`src/osd_video_pkg.sv`:
```
// video word package with the sync field layout and blend widths of the stream
package osd_video_pkg;

  //////////////////////////////////////////////////
  // sync field

  // control bits sitting above the three colour channels
  localparam int SYNC_BITS = 4;

  // positions inside the sync group, counted above the colour bits
  // vsync is the top bit, hsync the second lowest
  localparam int VSYNC_POS = 3;
  localparam int HSYNC_POS = 1;

  //////////////////////////////////////////////////
  // background blend

  // upper bits of each channel taken over by the background colour
  localparam int BLEND_BITS = 3;

  // one palette entry holds red, green and blue msbs in that order
  localparam int PALETTE_BITS = 3 * BLEND_BITS;

endpackage

```
`src/osd_layout_pkg.sv`:
```
// layout package with the overlay window geometry, cell grid and colour palette
package osd_layout_pkg;

  //////////////////////////////////////////////////
  // geometry in scaled units

  // one attribute cell
  localparam int CELL_W = 4;
  localparam int CELL_H = 2;

  // attribute grid
  localparam int GRID_COLS = 8;
  localparam int GRID_ROWS = 4;

  localparam int WIN_H = GRID_COLS * CELL_W;
  localparam int WIN_V = GRID_ROWS * CELL_H;

  // separation line rows, relative to the window top
  localparam int SEP_LINE0 = 1;
  localparam int SEP_LINE1 = 6;

  //////////////////////////////////////////////////
  // colours and types

  typedef logic [1:0] bg_sel_t;

  typedef logic [$clog2(GRID_COLS)-1:0] cell_col_t;
  typedef logic [$clog2(GRID_ROWS)-1:0] cell_row_t;

  // entry 0 is the default dark blue, then black, grey and white
  localparam logic [3:0][osd_video_pkg::PALETTE_BITS-1:0] bg_palette = {
    9'b111_111_111,
    9'b011_011_011,
    9'b000_000_000,
    9'b000_000_010
  };

  localparam logic [osd_video_pkg::PALETTE_BITS-1:0] SEP_LINE_COLOR = 9'b110_110_110;

  typedef struct packed {
    logic in_window;
    logic on_sep_line;
    logic window_line;
  } region_flags_t;

endpackage

```
`src/osd_raster_if.sv`:
```
// raster position bundle between the counter stage and the region decode stage
`timescale 1ns/100ps

interface osd_raster_if #(
  parameter int vcnt_width = 8,
  parameter int hcnt_width = 10
);

  // scaled position of the word now in stage 1
  logic [vcnt_width-1:0] vcnt;
  logic [hcnt_width-1:0] hcnt;

  // window origin, latched at frame start
  logic [vcnt_width-1:0] win_vstart;
  logic [hcnt_width-1:0] win_hstart;

  logic pos_valid;

  modport counter (output vcnt, hcnt, win_vstart, win_hstart, pos_valid);
  modport decode  (input  vcnt, hcnt, win_vstart, win_hstart, pos_valid);

endinterface

```
`src/osd_raster_counter.sv`:
```
// raster counter stage that detects sync edges and tracks the scaled pixel position
`timescale 1ns/100ps

module osd_raster_counter #(
  parameter int color_width = 8,
  parameter int vcnt_width  = 8,
  parameter int hcnt_width  = 10
) (
  input  logic                                                VCLK,
  input  logic                                                nVRST,
  input  logic                                                vdata_valid_i,
  input  logic [3*color_width+osd_video_pkg::SYNC_BITS-1:0]   vdata_i,
  input  logic [2:0]                                          osd_vscale_i,
  input  logic [1:0]                                          osd_hscale_i,
  input  logic [vcnt_width-1:0]                               osd_voffset_i,
  input  logic [hcnt_width-1:0]                               osd_hoffset_i,
  osd_raster_if.counter                                       raster
);

  import osd_video_pkg::*;

  logic       hsync_cur;
  logic       vsync_cur;
  logic       hsync_pre;
  logic       vsync_pre;
  logic       hsync_fall;
  logic       vsync_fall;
  logic [2:0] vcnt_dly;
  logic [1:0] hcnt_dly;

  assign hsync_cur = vdata_i[3*color_width+HSYNC_POS];
  assign vsync_cur = vdata_i[3*color_width+VSYNC_POS];

  // both syncs are active low, a frame or line starts on the falling edge
  assign hsync_fall = hsync_pre & ~hsync_cur;
  assign vsync_fall = vsync_pre & ~vsync_cur;

  //////////////////////////////////////////////////
  // counters, only valid words move them

  always_ff @(posedge VCLK or negedge nVRST) begin
    if (!nVRST) begin
      hsync_pre         <= 1'b0;
      vsync_pre         <= 1'b0;
      vcnt_dly          <= '0;
      hcnt_dly          <= '0;
      raster.vcnt       <= '0;
      raster.hcnt       <= '0;
      raster.win_vstart <= '0;
      raster.win_hstart <= '0;
      raster.pos_valid  <= 1'b0;
    end else begin
      raster.pos_valid <= vdata_valid_i;
      if (vdata_valid_i) begin
        hsync_pre <= hsync_cur;
        vsync_pre <= vsync_cur;

        // vertical, frame start wins over a line start on the same word
        if (vsync_fall) begin
          raster.win_vstart <= osd_voffset_i;
          raster.win_hstart <= osd_hoffset_i;
          vcnt_dly          <= '0;
          raster.vcnt       <= '0;
        end else if (hsync_fall) begin
          if (vcnt_dly >= osd_vscale_i) begin
            vcnt_dly    <= '0;
            raster.vcnt <= raster.vcnt + 1'b1;
          end else begin
            vcnt_dly <= vcnt_dly + 3'd1;
          end
        end

        // horizontal
        if (hsync_fall) begin
          hcnt_dly    <= '0;
          raster.hcnt <= '0;
        end else if (hcnt_dly >= osd_hscale_i) begin
          hcnt_dly    <= '0;
          raster.hcnt <= raster.hcnt + 1'b1;
        end else begin
          hcnt_dly <= hcnt_dly + 2'd1;
        end
      end
    end
  end

  // each update leaves the delay counter within the scale it counted against
  a_hcnt_dly_in_scale: assert property (@(posedge VCLK) disable iff (!nVRST)
    vdata_valid_i |=> (hcnt_dly <= $past(osd_hscale_i)))
    else $error("horizontal delay counter above scale");

  a_vcnt_dly_in_scale: assert property (@(posedge VCLK) disable iff (!nVRST)
    (vdata_valid_i && hsync_fall) |=> (vcnt_dly <= $past(osd_vscale_i)))
    else $error("vertical delay counter above scale");

endmodule

```
`src/osd_region_decode.sv`:
```
// region decode stage that finds the window, separation lines and attribute cell
`timescale 1ns/100ps

module osd_region_decode #(
  parameter int vcnt_width = 8,
  parameter int hcnt_width = 10
) (
  input  logic                          VCLK,
  input  logic                          nVRST,
  osd_raster_if.decode                  raster,
  output osd_layout_pkg::region_flags_t flags_o,
  output osd_layout_pkg::cell_col_t     rd_col_o,
  output osd_layout_pkg::cell_row_t     rd_row_o,
  output logic                          osd_active_o
);

  import osd_layout_pkg::*;

  logic [vcnt_width:0]   vstop;
  logic [hcnt_width:0]   hstop;
  logic [vcnt_width-1:0] vrel;
  logic [hcnt_width-1:0] hrel;
  logic                  in_v;
  logic                  in_h;
  logic                  on_sep;

  // one extra bit so the window end cannot wrap around
  assign vstop = (vcnt_width+1)'(raster.win_vstart) + (vcnt_width+1)'(WIN_V);
  assign hstop = (hcnt_width+1)'(raster.win_hstart) + (hcnt_width+1)'(WIN_H);

  assign in_v = (raster.vcnt >= raster.win_vstart) &&
                ((vcnt_width+1)'(raster.vcnt) < vstop);
  assign in_h = (raster.hcnt >= raster.win_hstart) &&
                ((hcnt_width+1)'(raster.hcnt) < hstop);

  // position inside the window
  assign vrel = raster.vcnt - raster.win_vstart;
  assign hrel = raster.hcnt - raster.win_hstart;

  assign on_sep = (vrel == vcnt_width'(SEP_LINE0)) ||
                  (vrel == vcnt_width'(SEP_LINE1));

  //////////////////////////////////////////////////
  // stage 2 registers

  always_ff @(posedge VCLK or negedge nVRST) begin
    if (!nVRST) begin
      flags_o  <= '0;
      rd_col_o <= '0;
      rd_row_o <= '0;
    end else begin
      // only valid words get overlay pixels
      flags_o.in_window   <= raster.pos_valid && in_v && in_h;
      flags_o.on_sep_line <= raster.pos_valid && in_v && in_h && on_sep;
      flags_o.window_line <= in_v;
      // address is don't care outside the window
      rd_col_o <= cell_col_t'(hrel / CELL_W);
      rd_row_o <= cell_row_t'(vrel / CELL_H);
    end
  end

  assign osd_active_o = flags_o.window_line;

endmodule

```
`src/osd_attr_ram.sv`:
```
// attribute memory that holds one background selection per character cell
`timescale 1ns/100ps

module osd_attr_ram (
  input  logic                      VCLK,
  input  logic                      nVRST,
  input  logic                      we_i,
  input  osd_layout_pkg::cell_col_t wr_col_i,
  input  osd_layout_pkg::cell_row_t wr_row_i,
  input  osd_layout_pkg::bg_sel_t   wr_sel_i,
  input  osd_layout_pkg::cell_col_t rd_col_i,
  input  osd_layout_pkg::cell_row_t rd_row_i,
  output osd_layout_pkg::bg_sel_t   rd_sel_o
);

  import osd_layout_pkg::*;

  // cells start out at the default background
  bg_sel_t attr_mem [GRID_ROWS][GRID_COLS] = '{default: '0};

  //////////////////////////////////////////////////
  // write port

  always_ff @(posedge VCLK) begin
    if (we_i) begin
      attr_mem[wr_row_i][wr_col_i] <= wr_sel_i;
    end
  end

  //////////////////////////////////////////////////
  // read port

  // a read on the write edge still returns the old cell
  always_ff @(posedge VCLK or negedge nVRST) begin
    if (!nVRST) begin
      rd_sel_o <= '0;
    end else begin
      rd_sel_o <= attr_mem[rd_row_i][rd_col_i];
    end
  end

  a_wr_in_grid: assert property (@(posedge VCLK) disable iff (!nVRST)
    we_i |-> (!$isunknown({wr_col_i, wr_row_i}) &&
              (int'(wr_col_i) < GRID_COLS) && (int'(wr_row_i) < GRID_ROWS)))
    else $error("attribute write outside the cell grid");

endmodule

```
`src/osd_delay_line.sv`:
```
// register chain that delays any payload by a fixed number of cycles
`timescale 1ns/100ps

module osd_delay_line #(
  parameter type payload_t = logic,
  parameter int  depth     = 1
) (
  input  logic     VCLK,
  input  logic     nVRST,
  input  payload_t d_i,
  output payload_t q_o
);

  payload_t stage_q [depth];

  always_ff @(posedge VCLK or negedge nVRST) begin
    if (!nVRST) begin
      for (int i = 0; i < depth; i++) begin
        stage_q[i] <= '0;
      end
    end else begin
      stage_q[0] <= d_i;
      for (int i = 1; i < depth; i++) begin
        stage_q[i] <= stage_q[i-1];
      end
    end
  end

  assign q_o = stage_q[depth-1];

endmodule

```
`src/osd_pixel_mixer.sv`:
```
// pixel mixer stage that blends the overlay colour into the delayed video word
`timescale 1ns/100ps

module osd_pixel_mixer #(
  parameter int color_width = 8
) (
  input  logic                                              VCLK,
  input  logic                                              nVRST,
  input  logic                                              show_osd_i,
  input  osd_layout_pkg::region_flags_t                     flags_i,
  input  osd_layout_pkg::bg_sel_t                           bg_sel_i,
  input  logic                                              vdata_valid_i,
  input  logic [3*color_width+osd_video_pkg::SYNC_BITS-1:0] vdata_i,
  output logic                                              vdata_valid_o,
  output logic [3*color_width+osd_video_pkg::SYNC_BITS-1:0] vdata_o
);

  import osd_video_pkg::*;
  import osd_layout_pkg::*;

  localparam int CW3 = 3 * color_width;

  logic [CW3-1:0]          color_in;
  logic [CW3-1:0]          color_blend;
  logic [CW3-1:0]          color_sep;
  logic [CW3-1:0]          color_next;
  logic [PALETTE_BITS-1:0] bg_color;

  assign color_in = vdata_i[CW3-1:0];
  assign bg_color = bg_palette[bg_sel_i];

  // channel 2 is red, 1 green, 0 blue
  always_comb begin
    for (int ch = 0; ch < 3; ch++) begin
      // background takes the msbs, the old msbs shift down
      color_blend[ch*color_width+color_width-1 -: BLEND_BITS] =
        bg_color[ch*BLEND_BITS+BLEND_BITS-1 -: BLEND_BITS];
      color_blend[ch*color_width +: color_width-BLEND_BITS] =
        color_in[ch*color_width+BLEND_BITS +: color_width-BLEND_BITS];
      color_sep[ch*color_width+color_width-1 -: BLEND_BITS] =
        SEP_LINE_COLOR[ch*BLEND_BITS+BLEND_BITS-1 -: BLEND_BITS];
      color_sep[ch*color_width +: color_width-BLEND_BITS] = '0;
    end
  end

  always_comb begin
    if (show_osd_i && flags_i.in_window) begin
      color_next = flags_i.on_sep_line ? color_sep : color_blend;
    end else begin
      color_next = color_in;
    end
  end

  //////////////////////////////////////////////////
  // output register

  always_ff @(posedge VCLK or negedge nVRST) begin
    if (!nVRST) begin
      vdata_valid_o <= 1'b0;
      vdata_o       <= '0;
    end else begin
      // valid and sync bits go through untouched
      vdata_valid_o <= vdata_valid_i;
      vdata_o       <= {vdata_i[CW3+SYNC_BITS-1:CW3], color_next};
    end
  end

  a_valid_known: assert property (@(posedge VCLK) disable iff (!nVRST)
    !$isunknown(vdata_valid_o))
    else $error("vdata_valid_o unknown after reset");

endmodule

```
`src/osd_injection_top.sv`:
```
// osd injection top that overlays a palette window on the video stream
`timescale 1ns/100ps

module osd_injection_top #(
  parameter int color_width = 8,
  parameter int vcnt_width  = 8,
  parameter int hcnt_width  = 10
) (
  input  logic                                              VCLK,
  input  logic                                              nVRST,
  input  logic                                              show_osd_i,
  input  logic [2:0]                                        osd_vscale_i,
  input  logic [1:0]                                        osd_hscale_i,
  input  logic [vcnt_width-1:0]                             osd_voffset_i,
  input  logic [hcnt_width-1:0]                             osd_hoffset_i,
  input  logic                                              attr_we_i,
  input  osd_layout_pkg::cell_col_t                         attr_col_i,
  input  osd_layout_pkg::cell_row_t                         attr_row_i,
  input  osd_layout_pkg::bg_sel_t                           attr_sel_i,
  input  logic                                              vdata_valid_i,
  input  logic [3*color_width+osd_video_pkg::SYNC_BITS-1:0] vdata_i,
  output logic                                              vdata_valid_o,
  output logic [3*color_width+osd_video_pkg::SYNC_BITS-1:0] vdata_o,
  output logic                                              osd_active_o
);

  import osd_video_pkg::*;
  import osd_layout_pkg::*;

  typedef struct packed {
    logic                                valid;
    logic [3*color_width+SYNC_BITS-1:0] data;
  } vword_t;

  vword_t        vword_in;
  vword_t        vword_dly;
  region_flags_t flags_s2;
  region_flags_t flags_s3;
  cell_col_t     rd_col;
  cell_row_t     rd_row;
  bg_sel_t       bg_sel;

  osd_raster_if #(.vcnt_width(vcnt_width), .hcnt_width(hcnt_width)) raster_if ();

  assign vword_in = '{valid: vdata_valid_i, data: vdata_i};

  //////////////////////////////////////////////////
  // stages 1 to 3

  osd_raster_counter #(
    .color_width(color_width), .vcnt_width(vcnt_width), .hcnt_width(hcnt_width)
  ) raster_counter_u (
    .VCLK(VCLK), .nVRST(nVRST), .vdata_valid_i(vdata_valid_i), .vdata_i(vdata_i),
    .osd_vscale_i(osd_vscale_i), .osd_hscale_i(osd_hscale_i),
    .osd_voffset_i(osd_voffset_i), .osd_hoffset_i(osd_hoffset_i), .raster(raster_if)
  );

  osd_region_decode #(.vcnt_width(vcnt_width), .hcnt_width(hcnt_width)) region_decode_u (
    .VCLK(VCLK), .nVRST(nVRST), .raster(raster_if), .flags_o(flags_s2),
    .rd_col_o(rd_col), .rd_row_o(rd_row), .osd_active_o(osd_active_o)
  );

  osd_attr_ram attr_ram_u (
    .VCLK(VCLK), .nVRST(nVRST), .we_i(attr_we_i), .wr_col_i(attr_col_i),
    .wr_row_i(attr_row_i), .wr_sel_i(attr_sel_i), .rd_col_i(rd_col),
    .rd_row_i(rd_row), .rd_sel_o(bg_sel)
  );

  // video word waits three cycles, flags wait one for the ram read
  osd_delay_line #(.payload_t(vword_t), .depth(3)) vword_delay_u (
    .VCLK(VCLK), .nVRST(nVRST), .d_i(vword_in), .q_o(vword_dly)
  );

  osd_delay_line #(.payload_t(region_flags_t), .depth(1)) flags_delay_u (
    .VCLK(VCLK), .nVRST(nVRST), .d_i(flags_s2), .q_o(flags_s3)
  );

  //////////////////////////////////////////////////
  // stage 4

  osd_pixel_mixer #(.color_width(color_width)) pixel_mixer_u (
    .VCLK(VCLK), .nVRST(nVRST), .show_osd_i(show_osd_i), .flags_i(flags_s3),
    .bg_sel_i(bg_sel), .vdata_valid_i(vword_dly.valid), .vdata_i(vword_dly.data),
    .vdata_valid_o(vdata_valid_o), .vdata_o(vdata_o)
  );

endmodule

```
`config.mk`:
```
export PLATFORM = sky130hd
export DESIGN_NAME = osd_injection_top
export DESIGN_NICKNAME = d
export VERILOG_FILES = /design/src/osd_video_pkg.sv /design/src/osd_layout_pkg.sv /design/src/osd_raster_if.sv /design/src/osd_raster_counter.sv /design/src/osd_region_decode.sv /design/src/osd_attr_ram.sv /design/src/osd_delay_line.sv /design/src/osd_pixel_mixer.sv /design/src/osd_injection_top.sv
export SDC_FILE = /design/constraint.sdc
export NUM_CORES = 1
export LEC_CHECK = 0
export BUFFER_PORTS_ARGS = -buffer_cell sky130_fd_sc_hd__buf_2
export CAP_MARGIN = 20
export CORE_MARGIN = 2
export CORE_UTILIZATION = 30
export CTS_BUF_LIST = sky130_fd_sc_hd__clkbuf_4 sky130_fd_sc_hd__clkbuf_8
export CTS_CLUSTER_DIAMETER = 120
export DETAILED_ROUTE_END_ITERATION = 10
export SKIP_LAST_GASP = 1
export SYNTH_ARGS = -nofsm -noshare
export SYNTH_HDL_FRONTEND = slang
export SYNTH_HIERARCHICAL = 1
export SYNTH_SLANG_ARGS = --single-unit
```
`constraint.sdc`:
```
create_clock -name VCLK -period 3.5 [get_ports VCLK]
set_input_delay 0 -clock VCLK [delete_from_list [all_inputs] [get_ports VCLK]]
set_output_delay 0 -clock VCLK [all_outputs]
set_load 0.03 [all_outputs]
```
# Word level (Yosys, flattened, before mapping)
# Memory sizes are Yosys's and may differ from the RTL's.
# Cells that the tools add are included.
op_classes:
  bitwise_logic: 6
  mux: 21
  order_cmp: 10
  addsub: 8
  eq_ne: 2
  reduce_logical: 15
op_table:
  columns: ["cell", "count"]
  rows:
  - ["$mux W24", 2]
  - ["$mux W8", 3]
  - ["$mux W10", 2]
  - ["$bmux W9 S2", 1]
  - ["$mux W16", 1]
  - ["$add A10 B6 Y11 const B", 1]
  - ["$lt A10 B11 Y1", 1]
  - ["$add A10 B1 Y10 const B", 1]
  - ["$ge A10 B10 Y1", 1]
  - ["$mux W2", 5]
  - ["$add A8 B4 Y9 const B", 1]
  - ["$lt A8 B9 Y1", 1]
  - ["$mux W3", 3]
  - ["$mux W9", 1]
  - ["$add A8 B1 Y8 const B", 1]
  - ["$eq A8 B1 Y1 const B", 1]
  - ["$eq A8 B3 Y1 const B", 1]
  - ["$ge A4 B4 Y1 const B", 2]
  - ["$ge A8 B8 Y1", 1]
  - ["$not A3 Y4", 2]
  - ["$sub A8 B8 Y8", 1]
  - ["$logic_and A1 B1 Y1", 7]
  - ["$bmux W2 S3", 1]
  - ["$demux W2 S3", 1]
  - ["other kinds (14)", 20]
totals:
  memories: 1
  word_cells: 87
  output_inout_bits: 30
  ram_bits: 64
  register_bits: 171
memory_table:
  columns: ["name", "words", "word_bits", "rd", "rd_clocked_by_memory_dff", "wr", "line", "source"]
  rows:
  - ["attr_ram_u.attr_mem", 4, 16, 1, 0, 1, "osd_attr_ram.sv:19", "bg_sel_t attr_mem [GRID_ROWS][GRID_COLS] = '{default: '0};"]

# Longest topological paths before layout
# Gate-level depths: netlist (run 1).
logic_depth:
  depth_word: 6
  ltp_mapped: 10
  mapped_depth_nobuf: 10

# Cells and area by module
# Netlist (run 1), hierarchy kept.
modules_own_cells:
  columns: ["module", "area_each_um2", "instances", "cells_each"]
  rows:
  - ["osd_attr_ram", 2796.4, 1, 189]
  - ["osd_delay_line (vword_delay_u)", 2394.8, 1, 116]
  - ["osd_raster_counter", 2158.3, 1, 222]
  - ["osd_region_decode", 1283.7, 1, 154]
  - ["osd_pixel_mixer", 1181.1, 1, 98]
  - ["osd_delay_line (flags_delay_u)", 75.1, 1, 3]

# Worst setup path after synthesis (run 1)
# No wires, ideal clock.
synth_path:
  path_kind: "reg2reg"
  startpoint: "reg raster_counter_u.raster.win_vstart[3]"
  endpoint: "reg region_decode_u/flags_o[1] in the netlist's numbering"
  n_path_buf: 0
  slack_ns: 1.301
  period_less_slack_ns: 2.199
  stages_incl_launch_ff: 11
  arrival_time_ns: 2.131
  t_required_ns: 3.432
  cell_sequence: "dfrtp_1 -> ha_1 -> nand3_1 -> xnor2_1 -> ha_1 -> nand3_1 -> nor3b_2 -> a2111oi_2 -> o22a_2 -> nor4b_4 -> and4_1"
synth_between:
  elab_chain_cells: 6
synth_rtl:
  columns: ["element", "line", "source"]
  rows:
  - ["from (decl)", "osd_raster_if.sv:19", "modport counter (output vcnt, hcnt, win_vstart, win_hstart, pos_valid);"]
  - ["from (signal assigned)", "osd_raster_counter.sv:60", "raster.win_vstart <= osd_voffset_i;"]
  - ["$add A8 B4 Y9", "osd_region_decode.sv:28", "assign vstop = (vcnt_width+1)'(raster.win_vstart) + (vcnt_width+1)'(WIN_V);"]
  - ["$lt A8 B9 Y1", "osd_region_decode.sv:32", "((vcnt_width+1)'(raster.vcnt) < vstop);"]
  - ["$logic_and A1 B1 Y1 (*)", "osd_region_decode.sv:31", "assign in_v = (raster.vcnt >= raster.win_vstart) &&"]
  - ["net region_decode_u.in_v", "osd_region_decode.sv:23", "logic in_v;"]
  - ["$logic_and A1 B1 Y1 (*) (3 in a row)", "osd_region_decode.sv:54", "flags_o.on_sep_line <= raster.pos_valid && in_v && in_h && on_sep;"]
  - ["to (decl)", "osd_region_decode.sv:11", "output osd_layout_pkg::region_flags_t flags_o,"]
# Mark *: on every way through the listed nets, which the timed path passes. The rest lies on a longest branch.
# A chain may end at the register's enable or synchronous reset.

# Worst setup path after layout (run 1)
# Same ends and word-level chain as after synthesis.

==> flow_summary.toml, run 1 <==
[grt]
grt_pass1_vias = 6512
grt_max_degree = 87
gr-usage-all-layers_pct = 12.02
grt_antenna_before_repair = 0
grt-ovfl-total = 0
grt_pass1_wl_um = 32900

[pwr]
p_switching_uw = 2275
leakagePower_uw = 0.005219
combPwrFrac_pct = 20.4
seqPwrFrac_pct = 42.7
intPower_uw = 5451
p_per_area_nw_per_um2 = 642.7
p_total_uw = 7726
vdd_drop_max_v = 0.0004755
clkPwrFrac_pct = 36.9
swShare_pct = 29.45

[floorplan]
rows = 66
die_area_um2 = 34320
initial_core_util_pct = 30.37
die_y_um = 185.3
ioPinCount = 93
die_w_um = 185.3
core_area_um2 = 32450

[timing]
drv_slew = 0
setup_slack_ns = 1.134
fin_setup_tns_ns = 0
tightest_slew_ns = 0.8041
final-hold-violation-count = 0
period_share_pct = 67.59
slew_headroom_pct = 46.29
fin_skew_ns = 0.01703
max_clock_freq_ghz = 0.4227
min_period_ns = 2.366
rsz0062_at_grt = "no"
setup_violations = 0

[placed_design]
place_area_um2 = 10490
place_congestion = 0.7968
place_ws_ns = 1.093
port_buffers = 92
place_hpwl_um = 13200

[critical_path]
path_cells = "ha_1, nand3_1, xnor2_1, ha_1, nand3_1, nor3b_2, a2111oi_2, o22a_2, nor4b_4, and4_1"
cp-end-kind = "flip-flop"
critPathKind = "reg2reg"
reg2regPathDepth = 10
critPathMaxStageDelay_ns = 0.42
slowest_stage = "dfrtp_1"
critPathLaunchType = "flip-flop"
crit_path_max_fanout = 5
path_depth = 10
cp_num_buf_inv = 0
worst_ep_arrival_time_ns = 2.86
critPathRequiredTime_ns = 4.00
critical-path-top-delay-family = "simple AND/OR/NAND/NOR gates"

[clock_network]
post-cts-setup-buffers = 0
root_buffer = "clkbuf_8"
path_clk_slew_ns = 0.06
cts_buffers = 42
cts_tree = "yes"
cts.sinks = 236
insertion_delay_ns = 0.56
cts_max_path_buffers = 3
h-tree-depth = 2

[hold_path]
hold_path_class = "in2async"

[route]
ant_nets = 0
dr.first_iter.drc_count = 352
via_per_inst = 4.495
drc = 0
routedWlPerCell_um = 14.52
drtPass1Iterations = 5
routed_wl_um = 20210
vias = 6257

[final_layout]
fin_area_um2 = 12020
n_fill_cell = 3134
antenna_cells = 0
drive_above_1_share_pct = 20.42
nNetsFinal = 1020
area_growth_pct = 21.96

[run_status]
status = "finished, final reports clean"

[job]
maxCapViolCount = 0

[synthesis]
syn_inst = 780
yosysWarnings = 6
avgSynthCellArea_um2 = 12.64
syn_nets = 882
syn-cell-area_um2 = 9857
## path summary, 6_finish.rpt
| kind | from | end | slack [ns] |
|---|---|---|---|
| setup / recovery | raster_counter_u/raster.win_vstart[3] | region_decode_u/flags_o[1] | 1.13 |
| hold / removal | nVRST | raster_counter_u/vcnt_dly[1] | 0.04 |
| setup reg to reg | raster_counter_u/raster.win_vstart[3] | region_decode_u/flags_o[1] | 1.13 |
| hold reg to reg | vword_delay_u/q_o[27] | pixel_mixer_u/vdata_o[27] | 0.34 |
| max in group asynchronous | nVRST | vword_delay_u/stage_q[46] | 2.62 |
| min in group VCLK | attr_col_i[2] | attr_ram_u/attr_mem[2][13] | 0.05 |
## placed cells by master, fill, tap and decap left out, types with 4 or more instances in the layout
| cell type | count |
|---|---|
| or3_1 | 4 |
| xnor2_1 | 9 |
| clkbuf_4 | 9 |
| ha_1 | 38 |
| nor3_1 | 7 |
| dfrtp_1 | 172 |
| nor2b_1 | 7 |
| o31ai_1 | 11 |
| clkbuf_8 | 53 |
| o21ai_1 | 12 |
| nand4b_1 | 18 |
| nand2b_1 | 7 |
| nand4_1 | 11 |
| clkinv_2 | 5 |
| nand2_1 | 80 |
| a21o_1 | 7 |
| and2_1 | 4 |
| buf_2 | 91 |
| a21oi_1 | 29 |
| a31oi_1 | 4 |
| nand3b_1 | 4 |
| mux2_2 | 4 |
| or4_1 | 8 |
| inv_1 | 45 |
| o21ai_0 | 19 |
| dlygate4sd3_1 | 56 |
| edfxtp_1 | 64 |
| nor2_1 | 42 |
| nand3_1 | 15 |
| a22oi_1 | 14 |
| mux2i_1 | 33 |
## registers in the layout (all words and copies together) (netlist names), 8 cells and up
name and count:
raster_counter_u/raster.win_vstart 8, vword_delay_u/stage_q 58, attr_ram_u/attr_mem 64, pixel_mixer_u/vdata_o 28
vword_delay_u/q_o 29, raster_counter_u/raster.win_hstart 10, raster_counter_u/raster.hcnt 10, raster_counter_u/raster.vcnt 8
## stage by stage
step                      utilization [%]  cells  hold WS (ns)
after floorplan                         -    780       -0.2956
after global placement              32.32   1260       0.08614
after detailed placement            32.32   1260       0.09173
after CTS                           37.04   1392       0.01984
after global routing                37.04   1392       0.04479
final                               37.04   1392       0.04447
## worst reg2reg max path, cell delays in order (launching register included)
cell	delay, ns
dfrtp_1	0.42
ha_1	0.24
nand3_1	0.10
xnor2_1	0.13
ha_1	0.26
nand3_1	0.12
nor3b_2	0.06
a2111oi_2	0.35
o22a_2	0.22
nor4b_4	0.21
and4_1	0.21
## power groups by stage
stage	combinational, µW	sequential, µW	clock [µW]
after floorplan	1210	3290	0
after global placement	1500	3340	0
after detailed placement	1540	3350	0
after CTS	1600	3300	2960
after global routing	1790	3330	3080
final	1580	3300	2850
## layout make-up
type                            instances  area (µm²)  area share (%)
Clock buffer                           62       797.0           6.630
Clock inverter                         14       175.2           1.457
Inverter                               48       180.2           1.499
Multi-Input combinational cell        438        3020           25.12
Sequential cell                       236        6226           51.79
Tap cell                              442       553.0           4.600
Timing Repair Buffer                  152        1070           8.899
## what timing repair did
item	CTS	global route
hold buffers	56	0
endpoints found under the hold margin	258	0
gates resized for setup	0	0
## layer usage
layer  share of wire [%]  wire length (µm)  track usage, %  vias up
met5                   0                 0               0        -
met4                 2.1               434           3.714        0
met3                 5.3              1071           2.930       43
met2                  48              9670           20.01      160
met1                  45              9029           15.42     3039
li1                    -                 -               -     3015
Power figures use the tool's default switching activity.
==> run 2: changes to the inputs <==
==> constraint.sdc (replaced) <==
create_clock -name VCLK -period 2.35 [get_ports VCLK]
set_input_delay 0 -clock VCLK [delete_from_list [all_inputs] [get_ports VCLK]]
set_output_delay 0 -clock VCLK [all_outputs]
set_load 0.03 [all_outputs]
==> run 2 against run 1 <==
  * Setup slack worse by 1.0 ns
  * Non-clock buffer count grew 17
  * Clock power grew 40%
  * Critical path depth shrank 1
  * Combinational power rose by 61%
  * Critical path type unchanged
==> flow_summary.toml, run 2 (synthesized netlist as in run 1, its figures left out) <==
[grt]
grt_pass1_wl_um = 32600
grt-ovfl-total = 0
gr-usage-all-layers_pct = 12.09
grt_antenna_before_repair = 0
grt_max_degree = 61
grt_pass1_vias = 6496

[route]
highest_layer = "met4"
wl_met1_um = 9129
routedWlPerCell_um = 14.36
ant_nets = 0
dr.first_iter.drc_count = 254
via_per_inst = 4.498
vias = 6333
wl_met3_um = 1048
drtPass1Iterations = 5
drc = 0
met2_length_um = 9427
routed_wl_um = 20220

[timing]
drv_slew = 0
max_clock_freq_ghz = 0.4515
setup_violations = 0
final-hold-violation-count = 0
min_period_ns = 2.215
fin_skew_ns = 0.02947
fin_setup_tns_ns = 0
tightest_slew_ns = 0.6038
period_share_pct = 94.24
slew_headroom_pct = 59.65
rsz0062_at_grt = "yes"

[clock_network]
root_buffer = "clkbuf_8"
cts.sinks = 236
cts_tree = "yes"
cts_max_path_buffers = 3
path_clk_slew_ns = 0.06
cts_buffers = 42
insertion_delay_ns = 0.57
h-tree-depth = 2

[final_layout]
largest_reg_flops = 64
nNetsFinal = 1037
n_fill_cell = 3153
register_area_um2 = 6226
antenna_cells = 0
final_cells = 1408
multi_input_area_um2 = 3044
drive_above_1_share_pct = 21.95
final_cell_mix = "dfrtp_1 (172), buf_2 (91), nand2_1 (80)"
mostFrequentLayoutCell = "dfrtp_1"
utilization_pct = 37.50
regMostFlops = "attr_ram_u/attr_mem"
area_growth_pct = 23.46
fin_area_um2 = 12170

[pwr]
intPower_uw = 8051
p_per_area_nw_per_um2 = 937.5
combPwrFrac_pct = 22.3
p_switching_uw = 3358
clkPwrFrac_pct = 35.1
vdd_drop_max_v = 0.0004301
leakagePower_uw = 0.005289
swShare_pct = 29.43
seqPwrFrac_pct = 42.6

[floorplan]
ioPinCount = 93
die_area_um2 = 34320
initial_core_util_pct = 30.37
die_y_um = 185.3
core_area_um2 = 32450
die_w_um = 185.3
rows = 66

[critical_path]
cp_num_buf_inv = 0
critPathMaxStageDelay_ns = 0.35
critical-path-top-delay-family = "simple AND/OR/NAND/NOR gates"
worst_ep_arrival_time_ns = 2.72
path_cells = "ha_2, nand3_2, xnor2_1, ha_1, nor2b_1, a2111oi_2, o22a_2, nor4b_4, and4_1"
r2r_start = "raster_counter_u/raster.win_vstart[4]"
crit_path_max_fanout = 2
critPathLaunchType = "flip-flop"
cp-end-kind = "flip-flop"
critPathRequiredTime_ns = 2.85
startpoint = "raster_counter_u/raster.win_vstart[4]"
slowest_stage = "dfrtp_1"
critPathKind = "reg2reg"

[placed_design]
port_buffers = 92
dp.cells = 1271
place_congestion = 0.8282
place_area_um2 = 10610
place_hpwl_um = 13050

[hold_path]
hold_path.startpoint = "attr_col_i[2]"
hold_path_class = "in2reg"

[run_status]
status = "finished, final reports clean"

[job]
maxCapViolCount = 0
run 2: cell count changes in the layout (fill, tap and decap cells not counted), moves of 2 or more:
cell and delta:
dlygate4sd3_1 +3, nand3_1 -3, buf_12 +3, clkbuf_8 -4, clkbuf_4 +5, buf_4 +10
nand3_2 +3, clkinvlp_4 +2
run 2: power by group through the flow:
stage | Sequential, µW | Combinational, µW | Clock, µW
after floorplan | 4900 | 1810 | 0
after global placement | 4920 | 2390 | 0
after detailed placement | 4930 | 2420 | 0
after CTS | 4860 | 2530 | 4170
after global routing | 4910 | 2860 | 4350
final | 4860 | 2550 | 4000
run 2: per-layer routing:
metal	vias up	track usage [%]
li1	3051	-
met1	3085	15.50
met2	149	19.12
met3	48	3.343
met4	0	5.238
met5	-	0
run 2: final timing paths:
path / endpoint / slack [ns] / depth (start not counted)
max: region_decode_u/flags_o[1] / 0.14 / 9
min: attr_ram_u/attr_mem[3][5] / 0.05 / 3
max reg2reg: region_decode_u/flags_o[1] / 0.14 / 9
min reg2reg: vword_delay_u/q_o[28] / 0.33 / 0
max in group asynchronous: pixel_mixer_u/vdata_o[18] / 1.41 / 5
min in group asynchronous: raster_counter_u/raster.win_vstart[0] / 0.53 / 4
run 2: tightest hold or removal path, stage by stage:
cell,delay [ns]
buf_2,0.13
nand3_1,0.20
nor2_1,0.09
run 2: final cells by class:
class | count | area share, %
flip-flops and latches | 236 | 51.16
clock inverters | 12 | 1.018
repair buffers | 169 | 10.37
multi-input cells | 438 | 25.02
inverters | 48 | 1.481
clock buffers | 63 | 6.405
well taps | 442 | 4.545
run 2: per-stage QoR:
step	worst slack (ns)	hold WS [ns]	total power (µW)
3_3_place_gp	0.06849	0.003835	7312
4_1_cts	0.006833	0.006356	11570
3_5_place_dp	0.006254	0.006017	7358
5_1_grt	-0.004830	0.03701	12120
2_1_floorplan	0.1513	-0.2956	6708
6_report	0.1354	0.05073	11410
run 2: what timing repair did:
item	4_1_cts	5_1_grt
endpoints found under the hold margin	325	0
hold buffers	60	0
buffers inserted	0	2
resized for setup	0	5
endpoints found under the setup margin	0	1
